## src/hw/rv_core_pkg.sv

```systemverilog
package rv_core_pkg;

    localparam int xlen           = 32;
    localparam int reg_addr_bits  = 5;
    localparam int dmem_words     = 16;
    localparam int dmem_addr_bits = 4;

    // Major opcodes of the supported RV32I subset
    localparam logic [6:0] opcode_op     = 7'b0110011;
    localparam logic [6:0] opcode_op_imm = 7'b0010011;
    localparam logic [6:0] opcode_load   = 7'b0000011;
    localparam logic [6:0] opcode_store  = 7'b0100011;
    localparam logic [6:0] opcode_branch = 7'b1100011;

    localparam logic [2:0] funct3_add_sub = 3'b000;
    localparam logic [2:0] funct3_slt     = 3'b010;
    localparam logic [2:0] funct3_xor     = 3'b100;
    localparam logic [2:0] funct3_or      = 3'b110;
    localparam logic [2:0] funct3_and     = 3'b111;
    localparam logic [2:0] funct3_beq     = 3'b000;
    localparam logic [2:0] funct3_bne     = 3'b001;
    localparam logic [6:0] funct7_sub     = 7'b0100000;

    typedef logic [xlen-1:0]          word_t;
    typedef logic [reg_addr_bits-1:0] reg_addr_t;

    typedef enum logic [2:0] {
        alu_add,
        alu_sub,
        alu_and,
        alu_or,
        alu_xor,
        alu_slt
    } alu_op_t;

    typedef enum logic [1:0] {
        fwd_none,
        fwd_mem,
        fwd_wb
    } fwd_sel_t;

    // Instruction formats, most significant field first
    typedef struct packed {
        logic [6:0] funct7;
        reg_addr_t  rs2;
        reg_addr_t  rs1;
        logic [2:0] funct3;
        reg_addr_t  rd;
        logic [6:0] opcode;
    } r_fmt_t;

    typedef struct packed {
        logic [11:0] imm;
        reg_addr_t   rs1;
        logic [2:0]  funct3;
        reg_addr_t   rd;
        logic [6:0]  opcode;
    } i_fmt_t;

    typedef struct packed {
        logic [6:0] imm_hi;
        reg_addr_t  rs2;
        reg_addr_t  rs1;
        logic [2:0] funct3;
        logic [4:0] imm_lo;
        logic [6:0] opcode;
    } s_fmt_t;

    typedef struct packed {
        logic       imm_12;
        logic [5:0] imm_10_5;
        reg_addr_t  rs2;
        reg_addr_t  rs1;
        logic [2:0] funct3;
        logic [3:0] imm_4_1;
        logic       imm_11;
        logic [6:0] opcode;
    } b_fmt_t;

    typedef union packed {
        r_fmt_t r_fmt;
        i_fmt_t i_fmt;
        s_fmt_t s_fmt;
        b_fmt_t b_fmt;
    } instr_t;

    typedef struct packed {
        logic    reg_write;
        logic    mem_read;
        logic    mem_write;
        logic    mem_to_reg;
        logic    alu_src;
        logic    branch;
        alu_op_t alu_op;
    } ctrl_t;

    typedef struct packed {
        logic   valid;
        word_t  pc;
        instr_t instr;
    } if_id_t;

    typedef struct packed {
        logic       valid;
        ctrl_t      ctrl;
        word_t      pc;
        word_t      rs1_data;
        word_t      rs2_data;
        word_t      imm;
        reg_addr_t  rs1;
        reg_addr_t  rs2;
        reg_addr_t  rd;
        logic [2:0] funct3;
    } id_ex_t;

    typedef struct packed {
        logic      valid;
        ctrl_t     ctrl;
        word_t     alu_result;
        word_t     store_data;
        reg_addr_t rd;
    } ex_mem_t;

    typedef struct packed {
        logic      valid;
        logic      reg_write;
        logic      mem_to_reg;
        word_t     alu_result;
        word_t     load_data;
        reg_addr_t rd;
    } mem_wb_t;

    typedef struct packed {
        logic      valid;
        reg_addr_t rd;
        word_t     data;
    } wb_report_t;

    typedef struct packed {
        logic  valid;
        word_t addr;
        word_t data;
    } store_report_t;

endpackage

```

## src/hw/fetch_stage.sv

```systemverilog
`timescale 1ns/1ps

module fetch_stage (
    input  logic                clk,
    input  logic                arst_n,
    input  logic                stall,
    input  logic                branch_taken,
    input  rv_core_pkg::word_t  branch_target,
    output rv_core_pkg::word_t  imem_addr,
    input  rv_core_pkg::instr_t imem_data,
    output rv_core_pkg::if_id_t if_id
);

    rv_core_pkg::word_t pc;
    rv_core_pkg::word_t pc_next;

    // Instruction memory is read combinationally at the current PC
    assign imem_addr = pc;

    // Taken branch wins, then stall, then sequential fetch
    always_comb begin
        if (branch_taken) begin
            pc_next = branch_target;
        end else if (stall) begin
            pc_next = pc;
        end else begin
            pc_next = pc + rv_core_pkg::word_t'(4);
        end
    end

    always_ff @(posedge clk or negedge arst_n) begin
        if (!arst_n) begin
            pc          <= '0;
            if_id.valid <= 1'b0;
        end else begin
            pc <= pc_next;
            if (branch_taken) begin
                // Wrong-path fetch is dropped
                if_id.valid <= 1'b0;
            end else if (!stall) begin
                if_id.valid <= 1'b1;
                if_id.pc    <= pc;
                if_id.instr <= imem_data;
            end
        end
    end

endmodule

```

## src/hw/register_file.sv

```systemverilog
`timescale 1ns/1ps

module register_file (
    input  logic                   clk,
    input  logic                   arst_n,
    input  rv_core_pkg::reg_addr_t rs1,
    input  rv_core_pkg::reg_addr_t rs2,
    output rv_core_pkg::word_t     rs1_data,
    output rv_core_pkg::word_t     rs2_data,
    input  logic                   wr_en,
    input  rv_core_pkg::reg_addr_t wr_addr,
    input  rv_core_pkg::word_t     wr_data
);

    rv_core_pkg::word_t regs [32];

    // x0 is never written, so it keeps its reset value of zero
    always_ff @(posedge clk or negedge arst_n) begin
        if (!arst_n) begin
            for (int i = 0; i < 32; i++) begin
                regs[i] <= '0;
            end
        end else if (wr_en && wr_addr != '0) begin
            regs[wr_addr] <= wr_data;
        end
    end

    // Same-cycle writeback is passed straight to the readers
    assign rs1_data = (wr_en && wr_addr == rs1 && rs1 != '0) ? wr_data : regs[rs1];
    assign rs2_data = (wr_en && wr_addr == rs2 && rs2 != '0) ? wr_data : regs[rs2];

endmodule

```

## src/hw/decode_stage.sv

```systemverilog
`timescale 1ns/1ps

module decode_stage (
    input  logic                   clk,
    input  logic                   arst_n,
    input  rv_core_pkg::if_id_t    if_id,
    input  logic                   stall,
    input  logic                   flush,
    input  logic                   wb_en,
    input  rv_core_pkg::reg_addr_t wb_addr,
    input  rv_core_pkg::word_t     wb_data,
    output rv_core_pkg::id_ex_t    id_ex
);

    rv_core_pkg::instr_t instr;
    rv_core_pkg::ctrl_t  ctrl;
    rv_core_pkg::word_t  imm;
    rv_core_pkg::word_t  rs1_data;
    rv_core_pkg::word_t  rs2_data;
    logic                legal;
    logic                issue;

    function automatic rv_core_pkg::alu_op_t alu_decode(input logic [2:0] funct3,
                                                        input logic       sub);
        case (funct3)
            rv_core_pkg::funct3_slt: return rv_core_pkg::alu_slt;
            rv_core_pkg::funct3_xor: return rv_core_pkg::alu_xor;
            rv_core_pkg::funct3_or:  return rv_core_pkg::alu_or;
            rv_core_pkg::funct3_and: return rv_core_pkg::alu_and;
            default:                 return sub ? rv_core_pkg::alu_sub : rv_core_pkg::alu_add;
        endcase
    endfunction

    assign instr = if_id.instr;

    always_comb begin
        ctrl        = '0;
        ctrl.alu_op = rv_core_pkg::alu_add;
        imm         = '0;
        legal       = 1'b1;
        case (instr.r_fmt.opcode)
            rv_core_pkg::opcode_op: begin
                ctrl.reg_write = 1'b1;
                ctrl.alu_op    = alu_decode(instr.r_fmt.funct3,
                                            instr.r_fmt.funct7 == rv_core_pkg::funct7_sub);
                legal          = instr.r_fmt.funct3 inside {3'b000, 3'b010, 3'b100,
                                                            3'b110, 3'b111};
            end
            rv_core_pkg::opcode_op_imm: begin
                ctrl.reg_write = 1'b1;
                ctrl.alu_src   = 1'b1;
                ctrl.alu_op    = alu_decode(instr.i_fmt.funct3, 1'b0);
                imm            = {{20{instr.i_fmt.imm[11]}}, instr.i_fmt.imm};
                legal          = instr.i_fmt.funct3 inside {3'b000, 3'b010, 3'b100,
                                                            3'b110, 3'b111};
            end
            rv_core_pkg::opcode_load: begin
                ctrl.reg_write  = 1'b1;
                ctrl.mem_read   = 1'b1;
                ctrl.mem_to_reg = 1'b1;
                ctrl.alu_src    = 1'b1;
                imm             = {{20{instr.i_fmt.imm[11]}}, instr.i_fmt.imm};
            end
            rv_core_pkg::opcode_store: begin
                ctrl.mem_write = 1'b1;
                ctrl.alu_src   = 1'b1;
                imm            = {{20{instr.s_fmt.imm_hi[6]}}, instr.s_fmt.imm_hi,
                                  instr.s_fmt.imm_lo};
            end
            rv_core_pkg::opcode_branch: begin
                ctrl.branch = 1'b1;
                imm         = {{19{instr.b_fmt.imm_12}}, instr.b_fmt.imm_12,
                               instr.b_fmt.imm_11, instr.b_fmt.imm_10_5,
                               instr.b_fmt.imm_4_1, 1'b0};
                legal       = instr.b_fmt.funct3 == rv_core_pkg::funct3_beq ||
                              instr.b_fmt.funct3 == rv_core_pkg::funct3_bne;
            end
            default: legal = 1'b0;
        endcase
    end

    register_file u_regs (
        .clk      (clk),
        .arst_n   (arst_n),
        .rs1      (instr.r_fmt.rs1),
        .rs2      (instr.r_fmt.rs2),
        .rs1_data (rs1_data),
        .rs2_data (rs2_data),
        .wr_en    (wb_en),
        .wr_addr  (wb_addr),
        .wr_data  (wb_data)
    );

    // Unsupported encodings, load-use stalls and branch flushes leave a bubble
    assign issue = if_id.valid && legal && !stall && !flush;

    always_ff @(posedge clk or negedge arst_n) begin
        if (!arst_n) begin
            id_ex.valid <= 1'b0;
            id_ex.ctrl  <= '0;
        end else begin
            id_ex.valid    <= issue;
            id_ex.ctrl     <= issue ? ctrl : '0;
            id_ex.pc       <= if_id.pc;
            id_ex.rs1_data <= rs1_data;
            id_ex.rs2_data <= rs2_data;
            id_ex.imm      <= imm;
            id_ex.rs1      <= instr.r_fmt.rs1;
            id_ex.rs2      <= instr.r_fmt.rs2;
            id_ex.rd       <= instr.r_fmt.rd;
            id_ex.funct3   <= instr.r_fmt.funct3;
        end
    end

endmodule

```

## src/hw/hazard_unit.sv

```systemverilog
`timescale 1ns/1ps

module hazard_unit (
    input  rv_core_pkg::if_id_t   if_id,
    input  rv_core_pkg::id_ex_t   id_ex,
    input  rv_core_pkg::ex_mem_t  ex_mem,
    input  rv_core_pkg::mem_wb_t  mem_wb,
    output logic                  stall,
    output rv_core_pkg::fwd_sel_t fwd_a,
    output rv_core_pkg::fwd_sel_t fwd_b
);

    function automatic rv_core_pkg::fwd_sel_t fwd_select(input rv_core_pkg::reg_addr_t src);
        // Younger result in the memory stage has priority
        if (ex_mem.valid && ex_mem.ctrl.reg_write && ex_mem.rd != '0 && ex_mem.rd == src) begin
            return rv_core_pkg::fwd_mem;
        end
        if (mem_wb.valid && mem_wb.reg_write && mem_wb.rd != '0 && mem_wb.rd == src) begin
            return rv_core_pkg::fwd_wb;
        end
        return rv_core_pkg::fwd_none;
    endfunction

    // Load in execute feeding the instruction in decode
    always_comb begin
        stall = if_id.valid && id_ex.valid && id_ex.ctrl.mem_read && id_ex.rd != '0 &&
                (id_ex.rd == if_id.instr.r_fmt.rs1 || id_ex.rd == if_id.instr.r_fmt.rs2);
    end

    always_comb begin
        fwd_a = fwd_select(id_ex.rs1);
        fwd_b = fwd_select(id_ex.rs2);
    end

endmodule

```

## src/hw/execute_stage.sv

```systemverilog
`timescale 1ns/1ps

module execute_stage (
    input  logic                  clk,
    input  logic                  arst_n,
    input  rv_core_pkg::id_ex_t   id_ex,
    input  rv_core_pkg::fwd_sel_t fwd_a,
    input  rv_core_pkg::fwd_sel_t fwd_b,
    input  rv_core_pkg::word_t    wb_data,
    output logic                  branch_taken,
    output rv_core_pkg::word_t    branch_target,
    output rv_core_pkg::ex_mem_t  ex_mem
);

    rv_core_pkg::word_t op_a;
    rv_core_pkg::word_t rs2_value;
    rv_core_pkg::word_t op_b;
    rv_core_pkg::word_t alu_result;
    logic               equal;

    function automatic rv_core_pkg::word_t forward(input rv_core_pkg::fwd_sel_t sel,
                                                   input rv_core_pkg::word_t    reg_value);
        case (sel)
            rv_core_pkg::fwd_mem: return ex_mem.alu_result;
            rv_core_pkg::fwd_wb:  return wb_data;
            default:              return reg_value;
        endcase
    endfunction

    always_comb begin
        op_a      = forward(fwd_a, id_ex.rs1_data);
        rs2_value = forward(fwd_b, id_ex.rs2_data);
        op_b      = id_ex.ctrl.alu_src ? id_ex.imm : rs2_value;
    end

    always_comb begin
        case (id_ex.ctrl.alu_op)
            rv_core_pkg::alu_sub: alu_result = op_a - op_b;
            rv_core_pkg::alu_and: alu_result = op_a & op_b;
            rv_core_pkg::alu_or:  alu_result = op_a | op_b;
            rv_core_pkg::alu_xor: alu_result = op_a ^ op_b;
            rv_core_pkg::alu_slt: alu_result = {31'b0, $signed(op_a) < $signed(op_b)};
            default:              alu_result = op_a + op_b;
        endcase
    end

    // BEQ and BNE both resolve on operand equality
    assign equal         = op_a == rs2_value;
    assign branch_taken  = id_ex.valid && id_ex.ctrl.branch &&
                           (id_ex.funct3 == rv_core_pkg::funct3_bne ? !equal : equal);
    assign branch_target = id_ex.pc + id_ex.imm;

    always_ff @(posedge clk or negedge arst_n) begin
        if (!arst_n) begin
            ex_mem.valid <= 1'b0;
            ex_mem.ctrl  <= '0;
        end else begin
            ex_mem.valid      <= id_ex.valid;
            ex_mem.ctrl       <= id_ex.ctrl;
            ex_mem.alu_result <= alu_result;
            ex_mem.store_data <= rs2_value;
            ex_mem.rd         <= id_ex.rd;
        end
    end

endmodule

```

## src/hw/data_memory.sv

```systemverilog
`timescale 1ns/1ps

module data_memory (
    input  logic                                clk,
    input  logic [rv_core_pkg::dmem_addr_bits-1:0] addr,
    input  logic                                wr_en,
    input  rv_core_pkg::word_t                  wr_data,
    output rv_core_pkg::word_t                  rd_data
);

    rv_core_pkg::word_t mem [rv_core_pkg::dmem_words];

    always_ff @(posedge clk) begin
        if (wr_en) begin
            mem[addr] <= wr_data;
        end
    end

    // Asynchronous read so a load completes inside its memory cycle
    assign rd_data = mem[addr];

endmodule

```

## src/hw/memory_writeback.sv

```systemverilog
`timescale 1ns/1ps

module memory_writeback (
    input  logic                       clk,
    input  logic                       arst_n,
    input  rv_core_pkg::ex_mem_t       ex_mem,
    output rv_core_pkg::mem_wb_t       mem_wb,
    output rv_core_pkg::word_t         wb_data,
    output rv_core_pkg::wb_report_t    wb,
    output rv_core_pkg::store_report_t store
);

    rv_core_pkg::word_t load_data;

    // Word index comes from address bits five down to two
    data_memory u_dmem (
        .clk     (clk),
        .addr    (ex_mem.alu_result[rv_core_pkg::dmem_addr_bits+1:2]),
        .wr_en   (store.valid),
        .wr_data (ex_mem.store_data),
        .rd_data (load_data)
    );

    assign store.valid = ex_mem.valid && ex_mem.ctrl.mem_write;
    assign store.addr  = ex_mem.alu_result;
    assign store.data  = ex_mem.store_data;

    always_ff @(posedge clk or negedge arst_n) begin
        if (!arst_n) begin
            mem_wb.valid      <= 1'b0;
            mem_wb.reg_write  <= 1'b0;
            mem_wb.mem_to_reg <= 1'b0;
        end else begin
            mem_wb.valid      <= ex_mem.valid;
            mem_wb.reg_write  <= ex_mem.valid && ex_mem.ctrl.reg_write;
            mem_wb.mem_to_reg <= ex_mem.ctrl.mem_to_reg;
            mem_wb.alu_result <= ex_mem.alu_result;
            mem_wb.load_data  <= load_data;
            mem_wb.rd         <= ex_mem.rd;
        end
    end

    assign wb_data  = mem_wb.mem_to_reg ? mem_wb.load_data : mem_wb.alu_result;

    // Writes to x0 are architecturally invisible
    assign wb.valid = mem_wb.valid && mem_wb.reg_write && mem_wb.rd != '0;
    assign wb.rd    = mem_wb.rd;
    assign wb.data  = wb_data;

endmodule

```

## src/hw/pipeline_core.sv

```systemverilog
`timescale 1ns/1ps

module pipeline_core (
    input  logic                       clk,
    input  logic                       arst_n,
    output rv_core_pkg::word_t         imem_addr,
    input  rv_core_pkg::instr_t        imem_data,
    output rv_core_pkg::wb_report_t    wb,
    output rv_core_pkg::store_report_t store
);

    rv_core_pkg::if_id_t   if_id;
    rv_core_pkg::id_ex_t   id_ex;
    rv_core_pkg::ex_mem_t  ex_mem;
    rv_core_pkg::mem_wb_t  mem_wb;
    rv_core_pkg::fwd_sel_t fwd_a;
    rv_core_pkg::fwd_sel_t fwd_b;
    rv_core_pkg::word_t    branch_target;
    rv_core_pkg::word_t    wb_data;
    logic                  stall;
    logic                  branch_taken;

    fetch_stage u_fetch (
        .clk           (clk),
        .arst_n        (arst_n),
        .stall         (stall),
        .branch_taken  (branch_taken),
        .branch_target (branch_target),
        .imem_addr     (imem_addr),
        .imem_data     (imem_data),
        .if_id         (if_id)
    );

    // Register file write port sits on the MEM/WB register
    decode_stage u_decode (
        .clk     (clk),
        .arst_n  (arst_n),
        .if_id   (if_id),
        .stall   (stall),
        .flush   (branch_taken),
        .wb_en   (mem_wb.reg_write),
        .wb_addr (mem_wb.rd),
        .wb_data (wb_data),
        .id_ex   (id_ex)
    );

    hazard_unit u_hazard (
        .if_id  (if_id),
        .id_ex  (id_ex),
        .ex_mem (ex_mem),
        .mem_wb (mem_wb),
        .stall  (stall),
        .fwd_a  (fwd_a),
        .fwd_b  (fwd_b)
    );

    execute_stage u_execute (
        .clk           (clk),
        .arst_n        (arst_n),
        .id_ex         (id_ex),
        .fwd_a         (fwd_a),
        .fwd_b         (fwd_b),
        .wb_data       (wb_data),
        .branch_taken  (branch_taken),
        .branch_target (branch_target),
        .ex_mem        (ex_mem)
    );

    memory_writeback u_mem_wb (
        .clk     (clk),
        .arst_n  (arst_n),
        .ex_mem  (ex_mem),
        .mem_wb  (mem_wb),
        .wb_data (wb_data),
        .wb      (wb),
        .store   (store)
    );

endmodule

```

## config.mk

```make
export PLATFORM = sky130hd
export DESIGN_NAME = pipeline_core
export DESIGN_NICKNAME = d
export VERILOG_FILES = /design/src/hw/rv_core_pkg.sv /design/src/hw/fetch_stage.sv /design/src/hw/register_file.sv /design/src/hw/decode_stage.sv /design/src/hw/hazard_unit.sv /design/src/hw/execute_stage.sv /design/src/hw/data_memory.sv /design/src/hw/memory_writeback.sv /design/src/hw/pipeline_core.sv
export SDC_FILE = /design/constraint.sdc
export NUM_CORES = 2
export LEC_CHECK = 0
export ABC_AREA = 1
export ABC_CLOCK_PERIOD_IN_PS = 16550
export BUFFER_PORTS_ARGS = -buffer_cell sky130_fd_sc_hd__buf_2
export CAP_MARGIN = 20
export CORE_UTILIZATION = 40
export DETAILED_ROUTE_END_ITERATION = 10
export GPL_ROUTABILITY_DRIVEN = 1
export REMOVE_ABC_BUFFERS = 1
export SYNTH_ARGS = -nofsm -noshare
export SYNTH_HDL_FRONTEND = slang
export SYNTH_SLANG_ARGS = --single-unit
```

## constraint.sdc

```tcl
create_clock -name clk -period 16.55 [get_ports clk]
set_input_delay 0.8275 -clock clk [delete_from_list [all_inputs] [get_ports clk]]
set_output_delay 0.8275 -clock clk [all_outputs]
set_load 0.01 [all_outputs]
```

======== Word level (Yosys, flattened, before mapping) ========
Memory sizes are Yosys's and may differ from the RTL's. A register that Yosys moved wholly into a read port is not among the register bits.
Index checks and enable logic that the tools add are counted.
word-level totals
  register bits after elaboration ......... 1390
  bits in writable memories ............... 512
  bits of input ports ..................... 34
  output and inout bits ................... 135
  logic and storage cells ................. 204
  memories kept ........................... 1
memories
  memory               words  width  read ports  clocked after Yosys merged registers in  wr ports  RTL line           text
  u_mem_wb.u_dmem.mem  16     32     1           1                                        1         data_memory.sv:11  rv_core_pkg::word_t mem [rv_core_pkg::dmem_words];
operators by class
  $add $sub $neg .......................... 4
  magnitude comparators ................... 5
  equality and inequality tests ........... 31
  muxes and demuxes ....................... 49
  bitwise logic cells ..................... 8
  reductions and logical operators ........ 42
operators by type and width
  operator                                       count
  bitwise mux 1024 bit                           1
  two-way mux 32 bit                             11
  binary-select mux 32 bit (select 5 bit)        2
  demux 32 bit (select 5 bit)                    1
  case mux 32 bit (5 select lines)               1
  case mux 32 bit (2 select lines)               2
  case mux 32 bit (3 select lines)               1
  two-way mux 65 bit                             1
  adder 32 bit                                   2
  == test 5 bit                                  8
  adder 32 x 3 -> 32 bit, second input constant  1
  bitwise AND 32 bit                             1
  == test 32 bit                                 1
  < comparator 32 bit                            1
  OR 32 bit                                      1
  subtractor 32 bit                              1
  XOR 32 bit                                     1
  nonzero test 5 bit                             6
  logical AND 1 bit                              24
  case mux 3 bit (4 select lines)                2
  == test 7 x 6 -> 1 bit, second input constant  3
  >= comparator 6 bit, second input constant     3
  NOT 5 -> 6 bit                                 3
  two-way mux 1 bit                              16
  other kinds (21)                               45

======== Logic depth before layout (Yosys ltp) ========
  depth in word-level cells ............... 16
  gate-level depth with buffers ........... 35
  gate-level depth less buffers ........... 32

======== By module ========
A second synthesis with hierarchy kept.
second synthesis, totals
  cells, all modules ...................... 13490
  area, all modules ....................... 103610.6 µm²
modules (own cells, without submodules)
  module            times used  cells an instance  area each (µm²)  sequential area each (µm²)
  register_file     1           8328               56576.8          25624.6
  data_memory       1           2081               21573.2          15374.7
  execute_stage     1           1975               12419.4          2322.2
  decode_stage      1           247                4579.4           4038.9
  fetch_stage       1           440                4332.9           2747.6
  memory_writeback  1           288                3564.7           2147.1
  hazard_unit       1           131                564.3            0.0

======== Least setup slack after synthesis ========
Ideal clock, no wire load.
  kind .................................... register -> register
  from .................................... reg u_mem_wb.mem_wb[2] (netlist name)
  to ...................................... reg u_fetch.if_id[0] (netlist name)
  setup time .............................. 0.578 ns
  data arrival time ....................... 7.147 ns
  data required time ...................... 15.972 ns
  path slack .............................. 8.825 ns
  stages on the path, launching flop included .. 22
  path buffers ............................ 4
  clock period less this slack ............ 7.725 ns
  path through ............................ edfxtp_1 buf_6 nand2_1 nand2_1 nor2_2 nand4_2 buf_6 buf_6 nand3b_2 inv_2 nor2_2 nand2_1 nand2_1 nand2_1 nor2_1 nand2_1 nor2_4 nand3_4 nand3_4 inv_2 buf_4 nor3b_1
on the way
  cells in the longest elaborated chain, start to end .. 15
  elaborated cells on any way between the ends .. 28
  those cells by class .................... 7 x eq/ne; 13 x mux; 1 x bitwise; 7 x reduce/logical
RTL lines
  element                                                         RTL line             text
  nonzero test 5 bit                                              hazard_unit.sv:18    if (mem_wb.valid && mem_wb.reg_write && mem_wb.rd != '0 && mem_wb.rd == src) begin
  logical AND 1 bit (2 in series)                                 hazard_unit.sv:18
  two-way mux 1 bit (2 in series)                                 hazard_unit.sv:18
  two-way mux 2 bit                                               hazard_unit.sv:21    return rv_core_pkg::fwd_none;
  two-way mux 2 bit                                               hazard_unit.sv:18
  == test 2 bit / == test 2 x 1 -> 1 bit (equally long branches)  execute_stage.sv:23  case (sel)
  case mux 32 bit (2 select lines)                                execute_stage.sv:23
  == test 32 bit *                                                execute_stage.sv:48  assign equal = op_a == rs2_value;
  zero test 1 bit                                                 execute_stage.sv:50  (id_ex.funct3 == rv_core_pkg::funct3_bne ? !equal : equal);
  two-way mux 1 bit *                                             execute_stage.sv:50
  logical AND 1 bit *                                             execute_stage.sv:49  assign branch_taken = id_ex.valid && id_ex.ctrl.branch &&
  NOT 1 bit (no line) *                                           -
  AND reduction 3 bit (no line) *                                 -
Every way passes the cells marked *; elsewhere a longest branch is shown, timed or not. The select of a mux whose other input is x is not followed.
A chain may end at the register's enable or synchronous reset.

======== Final worst setup path ========
  from .................................... reg u_execute.ex_mem[2] (netlist name)
  to ...................................... reg u_execute.ex_mem[68] (netlist name)
on the way
  cells in the longest elaborated chain, start to end .. 10
  elaborated cells on any way between the ends .. 23
  those cells by class .................... 2 x add/sub; 6 x eq/ne; 8 x mux; 3 x bitwise; 4 x reduce/logical
RTL lines
  element                                                         RTL line                                  text
  nonzero test 5 bit                                              hazard_unit.sv:15                         if (ex_mem.valid && ex_mem.ctrl.reg_write && ex_mem.rd != '0 && ex_mem.rd == src) begin
  logical AND 1 bit                                               hazard_unit.sv:15
  logical AND 1 bit *                                             hazard_unit.sv:15
  two-way mux 1 bit *                                             hazard_unit.sv:15
  two-way mux 2 bit *                                             hazard_unit.sv:18
  == test 2 bit / == test 2 x 1 -> 1 bit (equally long branches)  execute_stage.sv:23
  case mux 32 bit (2 select lines) *                              execute_stage.sv:23
  via u_execute.rs2_value[2]                                      execute_stage.sv:16                       rv_core_pkg::word_t rs2_value;
  two-way mux 32 bit *                                            execute_stage.sv:33                       op_b = id_ex.ctrl.alu_src ? id_ex.imm : rs2_value;
  adder 32 bit / subtractor 32 bit (equally long branches)        execute_stage.sv:43, execute_stage.sv:38
  case mux 32 bit (5 select lines) *                              execute_stage.sv:37                       case (id_ex.ctrl.alu_op)
  via u_execute.alu_result[31]                                    execute_stage.sv:18                       rv_core_pkg::word_t alu_result;
Mark *: on every way through the listed nets, which the timed path passes. The rest lies on a longest branch.

==> metrics.txt <==
routed len/inst=26.1 µm; Setup CP Type=register to register; crit-path max FO=39; Period minus WS final=6.76 ns; total grt overflow=0; asr flop ratio synth=0.561; row cnt=180; cts bufs inserted=209; fraction of layout cells with a size suffix above 1=0.0784; Design Area, Final=108000 µm²; initial core utilization=0.404; first-pass GRT wire length=548 mm; crit path launch type=register; maximum clock frequency=148 MHz; vias per cell=6.02; Detail Placement HPWL=220 mm; Hold Vio Cnt, Final=0; EDFF count, synth=841; Mapped Cells=11300; Cell Area, Synth=97600 µm²; io pins=169; vias post-DR=85900; placed instance area=100000 µm²; Area growth syn-to-layout=10.2%; Critical Path Most Common Cell=nand2_1; final period utilization=0.409; initial antenna violation count=24; Die Area=246000 µm²; commonest non-fill, non-tap cell in the layout=o21ai_0; DRC=0; Root Driver=clkbuf_16; Port Buffers=168; DR pass1 iterations=7; Worst path slowest cell=a21boi_0; crit end category=register; core area=241000 µm²; pwr dens=112 nW/µm²; Data required, critical path=17.09 ns; CP max stage delay=0.58 ns; CTS tree=yes; Worst-path clk slew=0.06 ns; post-synth cell types=57; Seq/Total Area, Yosys=0.534; Slew Limit Fails=0; commonest non-fill, non-tap cells in the layout=o21ai_0 (2115), nand2_1 (1603), nor2_1 (1189), a21oi_1 (1189), dfrtp_1 (1072); Worst Skew=0.0767 ns; CP arrival=7.31 ns; Sink Count=1914; RSZ-0062 raised after global routing=no; die extent in y=496 µm; synth warn=0; Peak VDD IR=98.9 µV; Bufs on Longest Clock Path=3; measured slew at the worst slew-check pin=1.12 ns; Slew headroom=0.254; Total Power=12.0 mW; synthesized flop and latch total=1914; Die W=496 µm; nets=11100; Mean Syn Cell Area=8.63 µm²; Final setup viols=0; vias in the first global route=82100; DRT iter0 DRCs=11600; ANT nets after route=0; H-tree lvl count=4; Static Leak=43.1 nW; outcome=finished, final reports clean; number of cells after detailed placement=13900; pin count of the biggest net entering global routing=205; TNS Setup=0 ns; clk_lat worst skew=0.90 ns; Final GP Congestion=0.922; Post-CTS Resized=0; Post-Layout Cell Count=14300; Hold/Removal Path Class=input pin to register; WHS=0.104 ns; Global Route Usage Sum=0.298; max cap viols=0; Detailed Route WL=373 mm; Top FF cell, synth=dfrtp_1
-- layer usage --
layer	GRT usage	up-vias	wire (µm)
li1	-	38200	-
met1	0.403	42000	152000
met2	0.465	4789	168000
met3	0.0502	922	34400
met4	0.141	18	18300
met5	0	-	119
-- registers in the layout, indices dropped and copies added (netlist names) --
signal,flops
u_decode.u_regs.regs,1024
u_mem_wb.u_dmem.mem,512
u_decode.id_ex,136
u_execute.ex_mem,73
u_mem_wb.mem_wb,72
u_fetch.if_id,65
u_fetch.imem_addr,32
-- final timing paths --
path | end | start | depth (start not counted) | slack, ns
worst max-delay path | u_execute.ex_mem[68] | u_execute.ex_mem[2] | 32 | 9.79
worst min-delay path | u_fetch.if_id[31] | imem_data[31] | 1 | 0.10
worst max register to register | u_execute.ex_mem[68] | u_execute.ex_mem[2] | 32 | 9.79
worst min register to register | u_mem_wb.mem_wb[69] | u_execute.ex_mem[74] | 0 | 0.35
max in group asynchronous | u_decode.u_regs.regs[93] | arst_n | 6 | 12.22
min in group asynchronous | u_fetch.imem_addr[3] | arst_n | 2 | 0.58
-- synth_stat cells (32+ instances only) --
library cell  count  share of area
o21ai_0        2121           0.11
nand2_1        1613          0.062
nor2_1         1230          0.047
a21oi_1        1189          0.061
dfrtp_1        1073           0.28
edfxtp_1        841           0.26
clkbuf_1        825          0.032
inv_1           702          0.027
a22oi_1         257          0.020
nand3_1         223          0.011
ha_1            128          0.016
o22ai_1         123         0.0079
a211oi_1        111         0.0085
buf_4            81         0.0062
nand3b_1         73         0.0056
xor2_1           60         0.0054
o221ai_1         58         0.0052
a221oi_1         55         0.0049
buf_1            53         0.0020
nor3_1           44         0.0023
inv_2            43         0.0017
o21ai_1          41         0.0021
or4_1            32         0.0025
-- critical path, delay by kind of cell (launching register included) --
family / cells / cell delay [ns]
compound gates: 6 / 2.07
simple gates: 17 / 2.11
buf+inv: 8 / 1.33
flops: 1 / 0.45
fa+ha+maj: 1 / 0.42
-- power by group --
part	leakage, nW	total (mW)	internal [mW]	switching (mW)
clock network	3.37	4.76	2.69	2.07
registers	22.9	5.29	5.12	0.167
logic	16.9	1.95	0.501	1.45
total	43.1	12.0	8.31	3.69
-- per-stage QoR --
stage / setup WS (ns) / util
4_1_cts: 9.66 / 0.445
5_1_grt: 9.19 / 0.445
3_5_place_dp: 9.75 / 0.416
6_report: 9.79 / 0.445
2_1_floorplan: -13.75 / -
3_3_place_gp: 9.79 / 0.416
-- cells by family after synthesis --
| family | Yosys count | synth area share |
|---|---|---|
| multiplexers | 1 | 0.000103 |
| AND/OR/NAND/NOR | 3297 | 0.138 |
| buffers and inverters | 1767 | 0.0722 |
| adder cells (fa/ha/maj) | 131 | 0.0170 |
| flip-flops | 1914 | 0.534 |
| XOR/XNOR | 87 | 0.00781 |
| AO/OA/AOI/OAI | 4113 | 0.231 |
-- cell type report --
type | instances | area, µm²
Fill cell | 23300 | 134000
Antenna cell | 6 | 15.0
Tap cell | 3185 | 3990
Timing Repair Buffer | 374 | 2530
Multi-Input combinational cell | 7629 | 39000
Clock inverter | 99 | 1150
Inverter | 772 | 2940
Clock buffer | 293 | 5810
Sequential cell | 1914 | 52100
-- repair_timing --
action	CTS	global route
hold buffers	1	0
hold endpoints to repair	34	0
buffers inserted	0	0
(Power assumes the default switching activity.)
